<file path="config.mk">
export PLATFORM = sky130hd
export DESIGN_NAME = pe_array_top
export DESIGN_NICKNAME = d
export VERILOG_FILES = /design/src/logic/pe_pkg.sv /design/src/logic/datapath_controller.sv /design/src/logic/pe_unit.sv /design/src/logic/operand_dispatcher.sv /design/src/logic/psum_collector.sv /design/src/logic/pe_array_top.sv
export VERILOG_INCLUDE_DIRS = /design/src /design/src/logic
export SDC_FILE = /design/constraint.sdc
export NUM_CORES = 1
export LEC_CHECK = 0
export BUFFER_PORTS_ARGS = -buffer_cell sky130_fd_sc_hd__buf_2
export CORE_AREA = 2 2 223 313
export DETAILED_ROUTE_END_ITERATION = 7
export DIE_AREA = 0 0 225 315
export PLACE_DENSITY_LB_ADDON = 0.2
export SYNTH_ARGS = -nofsm -noshare
export SYNTH_HDL_FRONTEND = slang
export SYNTH_SLANG_ARGS = --single-unit
</file>
<file path="constraint.sdc">
create_clock -name i_clk -period 8.3 [get_ports i_clk]
set_input_delay 2.49 -clock i_clk [delete_from_list [all_inputs] [get_ports i_clk]]
set_output_delay 2.49 -clock i_clk [all_outputs]
set_load 0.01 [all_outputs]
</file>
<file path="src/logic/pe_defines.svh">
`ifndef PE_DEFINES_SVH
`define PE_DEFINES_SVH

// array geometry
`define PE_NUM 4
`define LANE_W 2

// signed operand width, activations and weights alike
`define DATA_W 8

// psum width, wraps modulo 2**PSUM_W
`define PSUM_W 20

// tap count width, 0 is taken as 1
`define TAP_W 4

`endif

</file>
<file path="src/logic/pe_pkg.sv">
`include "pe_defines.svh"

package pe_pkg;

    // ====================
    // controller state
    // ====================
    typedef enum logic [1:0] {
        IDLE,
        INIT,
        WORK,
        STALL
    } pe_state_e;

    // ====================
    // psum opcode
    // ====================
    // fresh clears at INIT, accum keeps the last job's psum
    typedef enum logic {
        OP_FRESH,
        OP_ACCUM
    } pe_op_e;

endpackage

</file>
<file path="src/logic/datapath_controller.sv">
`timescale 1ns/1ps
`include "pe_defines.svh"

module datapath_controller (
    input  logic              i_clk,
    input  logic              i_arst_n,
    input  logic              i_start,
    input  pe_pkg::pe_op_e    i_op,
    input  logic [`TAP_W-1:0] i_taps,
    input  logic              i_stall,
    input  logic              i_abort,
    input  logic              i_op_valid,
    input  logic              i_draining,
    output logic              o_want,
    output logic              o_clear,
    output logic              o_mac_en,
    output logic              o_done
);

    pe_pkg::pe_state_e state_q, state_d;
    pe_pkg::pe_op_e    op_q;
    logic [`TAP_W-1:0] taps_q;
    logic [`TAP_W-1:0] tap_cnt_q;
    logic              start_ok;
    logic              last_tap;
    logic              done_q;

    // ====================
    // comb
    // ====================
    // a start is dropped during the done cycle and the drain
    assign start_ok = i_start && !i_draining && !done_q;
    assign last_tap = (tap_cnt_q == (taps_q - `TAP_W'(1)));

    // operands are registered in the dispatcher, so a mac lands one cycle
    // after its transfer; only one transfer may be in flight
    assign o_want   = (state_q == pe_pkg::WORK) && !i_stall && !i_abort && !i_op_valid;
    assign o_mac_en = i_op_valid && (state_q == pe_pkg::WORK);
    assign o_clear  = ((state_q == pe_pkg::INIT) && (op_q == pe_pkg::OP_FRESH))
                   || ((state_q != pe_pkg::IDLE) && i_abort);
    assign o_done   = done_q;

    always_comb begin
        state_d = state_q;
        case (state_q)
            pe_pkg::IDLE: begin
                if (start_ok) begin
                    state_d = pe_pkg::INIT;
                end
            end
            pe_pkg::INIT: begin
                state_d = i_abort ? pe_pkg::IDLE : pe_pkg::WORK;
            end
            pe_pkg::WORK: begin
                if (i_abort) begin
                    state_d = pe_pkg::IDLE;
                end else if (o_mac_en && last_tap) begin
                    state_d = pe_pkg::IDLE;
                end else if (i_stall) begin
                    state_d = pe_pkg::STALL;
                end
            end
            pe_pkg::STALL: begin
                if (i_abort) begin
                    state_d = pe_pkg::IDLE;
                end else if (!i_stall) begin
                    state_d = pe_pkg::WORK;
                end
            end
            default: begin
                state_d = pe_pkg::IDLE;
            end
        endcase
    end

    // ====================
    // sequential
    // ====================
    always_ff @(posedge i_clk or negedge i_arst_n) begin
        if (!i_arst_n) begin
            state_q   <= pe_pkg::IDLE;
            op_q      <= pe_pkg::OP_FRESH;
            taps_q    <= `TAP_W'(1);
            tap_cnt_q <= '0;
            done_q    <= 1'b0;
        end else begin
            state_q <= state_d;
            done_q  <= o_mac_en && last_tap && !i_abort;
            if ((state_q == pe_pkg::IDLE) && start_ok) begin
                op_q      <= i_op;
                taps_q    <= (i_taps == '0) ? `TAP_W'(1) : i_taps;
                tap_cnt_q <= '0;
            end else if (o_mac_en) begin
                tap_cnt_q <= tap_cnt_q + `TAP_W'(1);
            end
        end
    end

    // ====================
    // checks
    // ====================
    a_done_single : assert property (@(posedge i_clk) disable iff (!i_arst_n)
        o_done |=> !o_done);

    // an operand never lands outside WORK, so none is lost
    a_operand_in_work : assert property (@(posedge i_clk) disable iff (!i_arst_n)
        i_op_valid |-> (state_q == pe_pkg::WORK));

endmodule

</file>
<file path="src/logic/pe_unit.sv">
`timescale 1ns/1ps
`include "pe_defines.svh"

module pe_unit (
    input  logic                      i_clk,
    input  logic                      i_arst_n,
    input  logic                      i_start,
    input  pe_pkg::pe_op_e            i_op,
    input  logic [`TAP_W-1:0]         i_taps,
    input  logic                      i_stall,
    input  logic                      i_abort,
    input  logic                      i_op_valid,
    input  logic                      i_draining,
    input  logic signed [`DATA_W-1:0] i_act,
    input  logic signed [`DATA_W-1:0] i_weight,
    output logic                      o_want,
    output logic                      o_done,
    output logic signed [`PSUM_W-1:0] o_psum
);

    logic                        clear;
    logic                        mac_en;
    logic signed [2*`DATA_W-1:0] prod;
    logic signed [`PSUM_W-1:0]   prod_ext;
    logic signed [`PSUM_W-1:0]   psum_q;

    // per-PE copy of the job controller
    datapath_controller u_ctrl (
        .i_clk      (i_clk),
        .i_arst_n   (i_arst_n),
        .i_start    (i_start),
        .i_op       (i_op),
        .i_taps     (i_taps),
        .i_stall    (i_stall),
        .i_abort    (i_abort),
        .i_op_valid (i_op_valid),
        .i_draining (i_draining),
        .o_want     (o_want),
        .o_clear    (clear),
        .o_mac_en   (mac_en),
        .o_done     (o_done)
    );

    // ====================
    // multiply-accumulate
    // ====================
    assign prod     = i_act * i_weight;
    assign prod_ext = {{(`PSUM_W - 2*`DATA_W){prod[2*`DATA_W-1]}}, prod};

    // clear beats mac when an abort hits a landing operand
    always_ff @(posedge i_clk or negedge i_arst_n) begin
        if (!i_arst_n) begin
            psum_q <= '0;
        end else if (clear) begin
            psum_q <= '0;
        end else if (mac_en) begin
            psum_q <= psum_q + prod_ext;
        end
    end

    assign o_psum = psum_q;

endmodule

</file>
<file path="src/logic/operand_dispatcher.sv">
`timescale 1ns/1ps
`include "pe_defines.svh"

module operand_dispatcher (
    input  logic                             i_clk,
    input  logic                             i_arst_n,
    input  logic                             i_in_rdy,
    input  logic signed [`DATA_W-1:0]        i_in_data,
    input  logic                             i_w_rdy,
    input  logic [`PE_NUM*`DATA_W-1:0]       i_w_data,
    input  logic [`PE_NUM-1:0]               i_want,
    output logic                             o_in_ack,
    output logic                             o_w_ack,
    output logic                             o_op_valid,
    output logic signed [`DATA_W-1:0]        o_act,
    output logic [`PE_NUM*`DATA_W-1:0]       o_weight
);

    logic                      ack;
    logic                      op_valid_q;
    logic signed [`DATA_W-1:0] act_q;
    logic [`PE_NUM*`DATA_W-1:0] weight_q;

    // ====================
    // handshake
    // ====================
    // both streams move together, only when every PE asks
    assign ack      = i_in_rdy && i_w_rdy && (&i_want);
    assign o_in_ack = ack;
    assign o_w_ack  = ack;

    always_ff @(posedge i_clk or negedge i_arst_n) begin
        if (!i_arst_n) begin
            op_valid_q <= 1'b0;
        end else begin
            op_valid_q <= ack;
        end
    end

    // operand hold registers
    always_ff @(posedge i_clk) begin
        if (ack) begin
            act_q    <= i_in_data;
            weight_q <= i_w_data;
        end
    end

    // activation goes to all, lanes are split at the top
    assign o_op_valid = op_valid_q;
    assign o_act      = act_q;
    assign o_weight   = weight_q;

    // a new transfer waits until the last one has landed in the PEs
    a_one_in_flight : assert property (@(posedge i_clk) disable iff (!i_arst_n)
        ack |-> !op_valid_q);

endmodule

</file>
<file path="src/logic/psum_collector.sv">
`timescale 1ns/1ps
`include "pe_defines.svh"

module psum_collector (
    input  logic                        i_clk,
    input  logic                        i_arst_n,
    input  logic [`PE_NUM-1:0]          i_done,
    input  logic [`PE_NUM*`PSUM_W-1:0]  i_psum,
    output logic                        o_draining,
    output logic                        o_psum_valid,
    output logic signed [`PSUM_W-1:0]   o_psum,
    output logic [`LANE_W-1:0]          o_psum_lane,
    output logic                        o_done,
    output logic                        o_busy_end
);

    localparam logic [`LANE_W-1:0] LAST_LANE = `LANE_W'(`PE_NUM - 1);

    logic                         draining_q;
    logic [`LANE_W-1:0]           lane_q;
    logic [`PE_NUM*`PSUM_W-1:0]   snap_q;
    logic                         last_lane;

    // ====================
    // capture and drain
    // ====================
    // lanes run in lockstep, lane 0 speaks for all
    always_ff @(posedge i_clk) begin
        if (i_done[0]) begin
            snap_q <= i_psum;
        end
    end

    always_ff @(posedge i_clk or negedge i_arst_n) begin
        if (!i_arst_n) begin
            draining_q <= 1'b0;
            lane_q     <= '0;
        end else if (i_done[0]) begin
            draining_q <= 1'b1;
            lane_q     <= '0;
        end else if (draining_q) begin
            if (last_lane) begin
                draining_q <= 1'b0;
            end
            lane_q <= lane_q + `LANE_W'(1);
        end
    end

    assign last_lane    = draining_q && (lane_q == LAST_LANE);
    assign o_draining   = draining_q;
    assign o_psum_valid = draining_q;
    assign o_psum_lane  = lane_q;
    assign o_psum       = snap_q[lane_q*`PSUM_W +: `PSUM_W];
    assign o_done       = last_lane;
    // job is over for the busy flag once the last lane is out
    assign o_busy_end   = last_lane;

    // ====================
    // checks
    // ====================
    a_done_lockstep : assert property (@(posedge i_clk) disable iff (!i_arst_n)
        (i_done == {`PE_NUM{1'b0}}) || (i_done == {`PE_NUM{1'b1}}));

    a_no_capture_in_drain : assert property (@(posedge i_clk) disable iff (!i_arst_n)
        i_done[0] |-> !draining_q);

endmodule

</file>
<file path="src/logic/pe_array_top.sv">
`timescale 1ns/1ps
`include "pe_defines.svh"

module pe_array_top (
    input  logic                        i_clk,
    input  logic                        i_arst_n,
    input  logic                        i_start,
    input  pe_pkg::pe_op_e              i_op,
    input  logic [`TAP_W-1:0]           i_taps,
    input  logic                        i_stall,
    input  logic                        i_abort,
    input  logic                        i_in_rdy,
    input  logic signed [`DATA_W-1:0]   i_in_data,
    output logic                        o_in_ack,
    input  logic                        i_w_rdy,
    input  logic [`PE_NUM*`DATA_W-1:0]  i_w_data,
    output logic                        o_w_ack,
    output logic                        o_psum_valid,
    output logic signed [`PSUM_W-1:0]   o_psum,
    output logic [`LANE_W-1:0]          o_psum_lane,
    output logic                        o_done,
    output logic                        o_busy
);

    logic [`PE_NUM-1:0]          want;
    logic [`PE_NUM-1:0]          pe_done;
    logic [`PE_NUM*`PSUM_W-1:0]  pe_psum;
    logic [`PE_NUM*`DATA_W-1:0]  weight;
    logic signed [`DATA_W-1:0]   act;
    logic                        op_valid;
    logic                        draining;
    logic                        busy_end;
    logic                        busy_q;

    operand_dispatcher u_dispatch (
        .i_clk      (i_clk),
        .i_arst_n   (i_arst_n),
        .i_in_rdy   (i_in_rdy),
        .i_in_data  (i_in_data),
        .i_w_rdy    (i_w_rdy),
        .i_w_data   (i_w_data),
        .i_want     (want),
        .o_in_ack   (o_in_ack),
        .o_w_ack    (o_w_ack),
        .o_op_valid (op_valid),
        .o_act      (act),
        .o_weight   (weight)
    );

    // ====================
    // pe lanes
    // ====================
    for (genvar p = 0; p < `PE_NUM; p++) begin : g_pe
        pe_unit u_pe (
            .i_clk      (i_clk),
            .i_arst_n   (i_arst_n),
            .i_start    (i_start),
            .i_op       (i_op),
            .i_taps     (i_taps),
            .i_stall    (i_stall),
            .i_abort    (i_abort),
            .i_op_valid (op_valid),
            .i_draining (draining),
            .i_act      (act),
            .i_weight   (weight[p*`DATA_W +: `DATA_W]),
            .o_want     (want[p]),
            .o_done     (pe_done[p]),
            .o_psum     (pe_psum[p*`PSUM_W +: `PSUM_W])
        );
    end

    psum_collector u_collect (
        .i_clk        (i_clk),
        .i_arst_n     (i_arst_n),
        .i_done       (pe_done),
        .i_psum       (pe_psum),
        .o_draining   (draining),
        .o_psum_valid (o_psum_valid),
        .o_psum       (o_psum),
        .o_psum_lane  (o_psum_lane),
        .o_done       (o_done),
        .o_busy_end   (busy_end)
    );

    // busy flag, an abort outside the drain also ends the job
    always_ff @(posedge i_clk or negedge i_arst_n) begin
        if (!i_arst_n) begin
            busy_q <= 1'b0;
        end else if (i_start && !busy_q) begin
            busy_q <= 1'b1;
        end else if (busy_end || (i_abort && !draining)) begin
            busy_q <= 1'b0;
        end
    end

    assign o_busy = busy_q;

endmodule

</file>
==> impl_metrics.toml <==
[cts]
root_buffer = "clkbuf_16"
cts.clk_slew.worst_paths_ps = 60
postCtsResizedCells = 0
clockBufferDepth = 3
cts.sinks = 253
htreeDepth = 1
numCtsBuffers = 29
cts_tree = "built"
insertion_delay_ps = 600
post-cts-setup-buffer-count = 0
cts_hold_buf = 0

[sta]
worst_hold_slack_ps = 485.4
timing.fmax_mhz = 150.8
min_period_ps = 6633
post-route-period-util_pct = 79.91
finClkSkew_ps = 20.08
worst_slack_ps = 1667
setup_viol = 0
grt_setup_unrepaired = "false"
drv_slew = 0
hold_violations = 0
relSlewSlack_pct = 26.68
setup_tns_ps = 0
worst_pin_slew_ps = 1091

[synthesis]
synth_top_area_share_pct = 29.71
syn_inst = 2143
synth_area_per_cell_um2 = 11.07
synth_largest_area_cell = "fa_1"
synth_edf_count = 120
ys_types = 59
synth_ff_type = "dfrtp_1"
synth_area_leaders = "fa_1 30%, edfxtp_1 15%, dfrtp_1 14%, ha_1 10%, inv_1 6.4%"
async_flop_share_pct = 52.57
ys_warn_count = 0
synth_seq_cells = 253
yosysSeqAreaShare_pct = 29.25
synth_fp_nets = 2740
synth_area_um2 = 23720

[setup_path]
arrival_ps = 4140
crit_start = "i_abort"
critPathLaunchType = "input pin"
path_cells = "buf_2 -> nor4_1 -> and4_2 -> buf_2"
crit_buf_inv = 2
crit_family = "simple AND/OR/NAND/NOR gates"
crit_slowest_cell = "and4_2"
crit_top_cell = "buf_2"
cp_data_required_time_ps = 5810
path_class = "in2out"
worst_setup_path_end_kind = "output port"
critPathCapture = "o_in_ack"
critical_path_cell_count = 4
r2r_setup_slack_ps = 2210
critPathMaxFanout = 20
rr_worst_depth = 15
worstReg2RegEnd = "g_pe[2].u_pe.o_psum[18]$_DFFE_PN0P_"
worstReg2RegStart = "u_dispatch.o_act[7]$_DFFE_PP_"
worst_path_largest_cell_delay_ps = 790

[layout]
drive_above_1_share_pct = 8.449
instances_no_fill = 3107
fillCellCount = 6708
diodes = 0
area_growth_pct = 9.834
nNetsFinal = 2811

[grt]
groute.usage.overall_pct = 16.82
grt_max_degree = 84
grt_pass1_vias = 16787
antenna_found_initial = 4
grt_pass1_wl_um = 92430
overflow = 0

[placed_design]
dp.cells = 3053
port_buffers = 78
place.gp.congestion = 0.8096
pre_cts_ws_ps = 1591
dp_hpwl_um = 44750

[power_and_ir_drop]
ir_drop_mv = 0.2024
power.density_nw_per_um2 = 122.6
leakage_nw = 12.22

[drt]
postRouteAntennaNets = 0
drt-total-wl_um = 56210
drcViolationCount = 0
first_pass_iters = 5
dr.first_iter.drc_count = 724
avgRoutedWirePerCell_um = 18.09
vias = 15229
via_per_inst = 4.902

[die]
die_w_um = 225
chipHeight_um = 315
ios = 79
core-area_um2 = 68320
initial_core_util_pct = 34.71
die-area_um2 = 70880
rows = 114

[run_status]
status = "finished clean"

[hold_path]
min_from = "g_pe[0].u_pe.o_psum[1]$_DFFE_PN0P_"
hold_class = "reg2reg"

[job]
drv_cap = 0
[flip-flops by register name (all words and copies together) (netlist names)]
name and count:
g_pe.u_pe.o_psum 80, u_collect.snap_q 80, u_dispatch.o_weight 32, g_pe.u_pe.u_ctrl.tap_cnt_q 16
g_pe.u_pe.u_ctrl.taps_q 16, g_pe.u_pe.u_ctrl.state_q 8, u_dispatch.o_act 8, g_pe.u_pe.u_ctrl.o_done 4
g_pe.u_pe.u_ctrl.op_q 4, u_collect.o_psum_lane 2, o_busy 1, u_collect.o_draining 1
u_dispatch.o_op_valid 1
[synth_stat cells, types with 4 or more instances]
cell	number
a22o_1	21
nand3_1	10
nand4_1	6
a21o_1	9
nor2b_1	11
clkinv_1	4
mux4_2	20
xor2_1	41
o2111ai_1	4
o21ai_1	13
edfxtp_1	120
dfstp_2	4
nor2_1	68
o21ai_0	60
nand2_1	206
nor3_1	14
fa_1	352
o31ai_1	5
a32o_1	8
dfrtp_1	129
o21bai_1	10
or3_1	8
and2_1	138
a211oi_1	9
nand2b_1	13
a21oi_1	55
o21a_1	18
nor4_1	10
mux2_2	13
ha_1	193
buf_1	5
and3_1	5
o211ai_1	8
clkbuf_1	45
xnor2_1	65
inv_1	403
[where the power goes]
| group | leakage [nW] | switching [W] | internal, W |
|---|---|---|---|
| Clock | 0.449 | 0.000569 | 0.000709 |
| Sequential | 2.89 | 0.0000603 | 0.00136 |
| Combinational | 8.87 | 0.000270 | 0.000224 |
[per-layer routing]
| metal | track usage [%] | up-vias | wire (um) |
|---|---|---|---|
| li1 | - | 6976 | - |
| met1 | 19.75 | 7907 | 21430 |
| met5 | 0 | - | 48 |
| met3 | 2.880 | 84 | 2612 |
| met2 | 31.12 | 254 | 30490 |
| met4 | 5.117 | 8 | 1621 |
[per-stage QoR]
step | total power [W] | util (%) | instance area, um2
after floorplan | 0.001752 | - | 23720
after global placement | 0.001939 | 36.77 | 25120
after detailed placement | 0.001947 | 36.77 | 25120
after CTS | 0.003249 | 38.12 | 26050
after global routing | 0.003338 | 38.12 | 26050
final | 0.003193 | 38.12 | 26050
[worst min-delay path by stage]
| stage | depth (start not counted) | end | slack [ps] |
|---|---|---|---|
| 6_report | 0 | u_collect.snap_q[1]$_DFFE_PP_ | 490 |
| 5_1_grt | 0 | u_collect.snap_q[3]$_DFFE_PP_ | 500 |
| 4_1_cts | 0 | u_collect.snap_q[1]$_DFFE_PP_ | 490 |
| 3_5_place_dp | 0 | u_collect.snap_q[22]$_DFFE_PP_ | 470 |
| 3_3_place_gp | 0 | u_collect.snap_q[3]$_DFFE_PP_ | 470 |
| 2_1_floorplan | 0 | u_collect.snap_q[1]$_DFFE_PP_ | 450 |
[cell families (layout without fill, tap and decap cells)]
| group | count (synthesis) | after routing | share of synthesized area [%] |
|---|---|---|---|
| multiplexers | 36 | 36 | 2.643 |
| XOR/XNOR | 106 | 106 | 3.915 |
| adder cells (fa/ha/maj) | 545 | 545 | 39.90 |
| AO/OA/AOI/OAI | 251 | 251 | 7.017 |
| AND/OR/NAND/NOR | 491 | 491 | 9.950 |
| buffers and inverters | 461 | 555 | 7.328 |
| flip-flops | 253 | 253 | 29.25 |
[final cells by class]
cell class	instances	area [um2]	share of cell area, %
multi-input combinational	1429	15050	57.77
clock buffer	38	790.8	3.036
inverter	407	1528	5.865
clock inverter	16	135.1	0.5188
tap	870	1089	4.179
timing repair buffer	94	516.7	1.984
sequential	253	6940	26.65
[layout by cell type (no fill, tap or decap), drive strengths merged, types with 14 or more instances in the layout]
cell type,instances
inv,408
xor2,41
buf,94
edfxtp,120
dfrtp,129
and2,138
xnor2,65
ha,193
fa,352
nand2,206
mux4,20
o21ai,75
o21a,19
a22o,21
nor2,68
a21oi,55
nor3,14
clkbuf,38
Note: power is estimated with default switching activity, not from simulation.
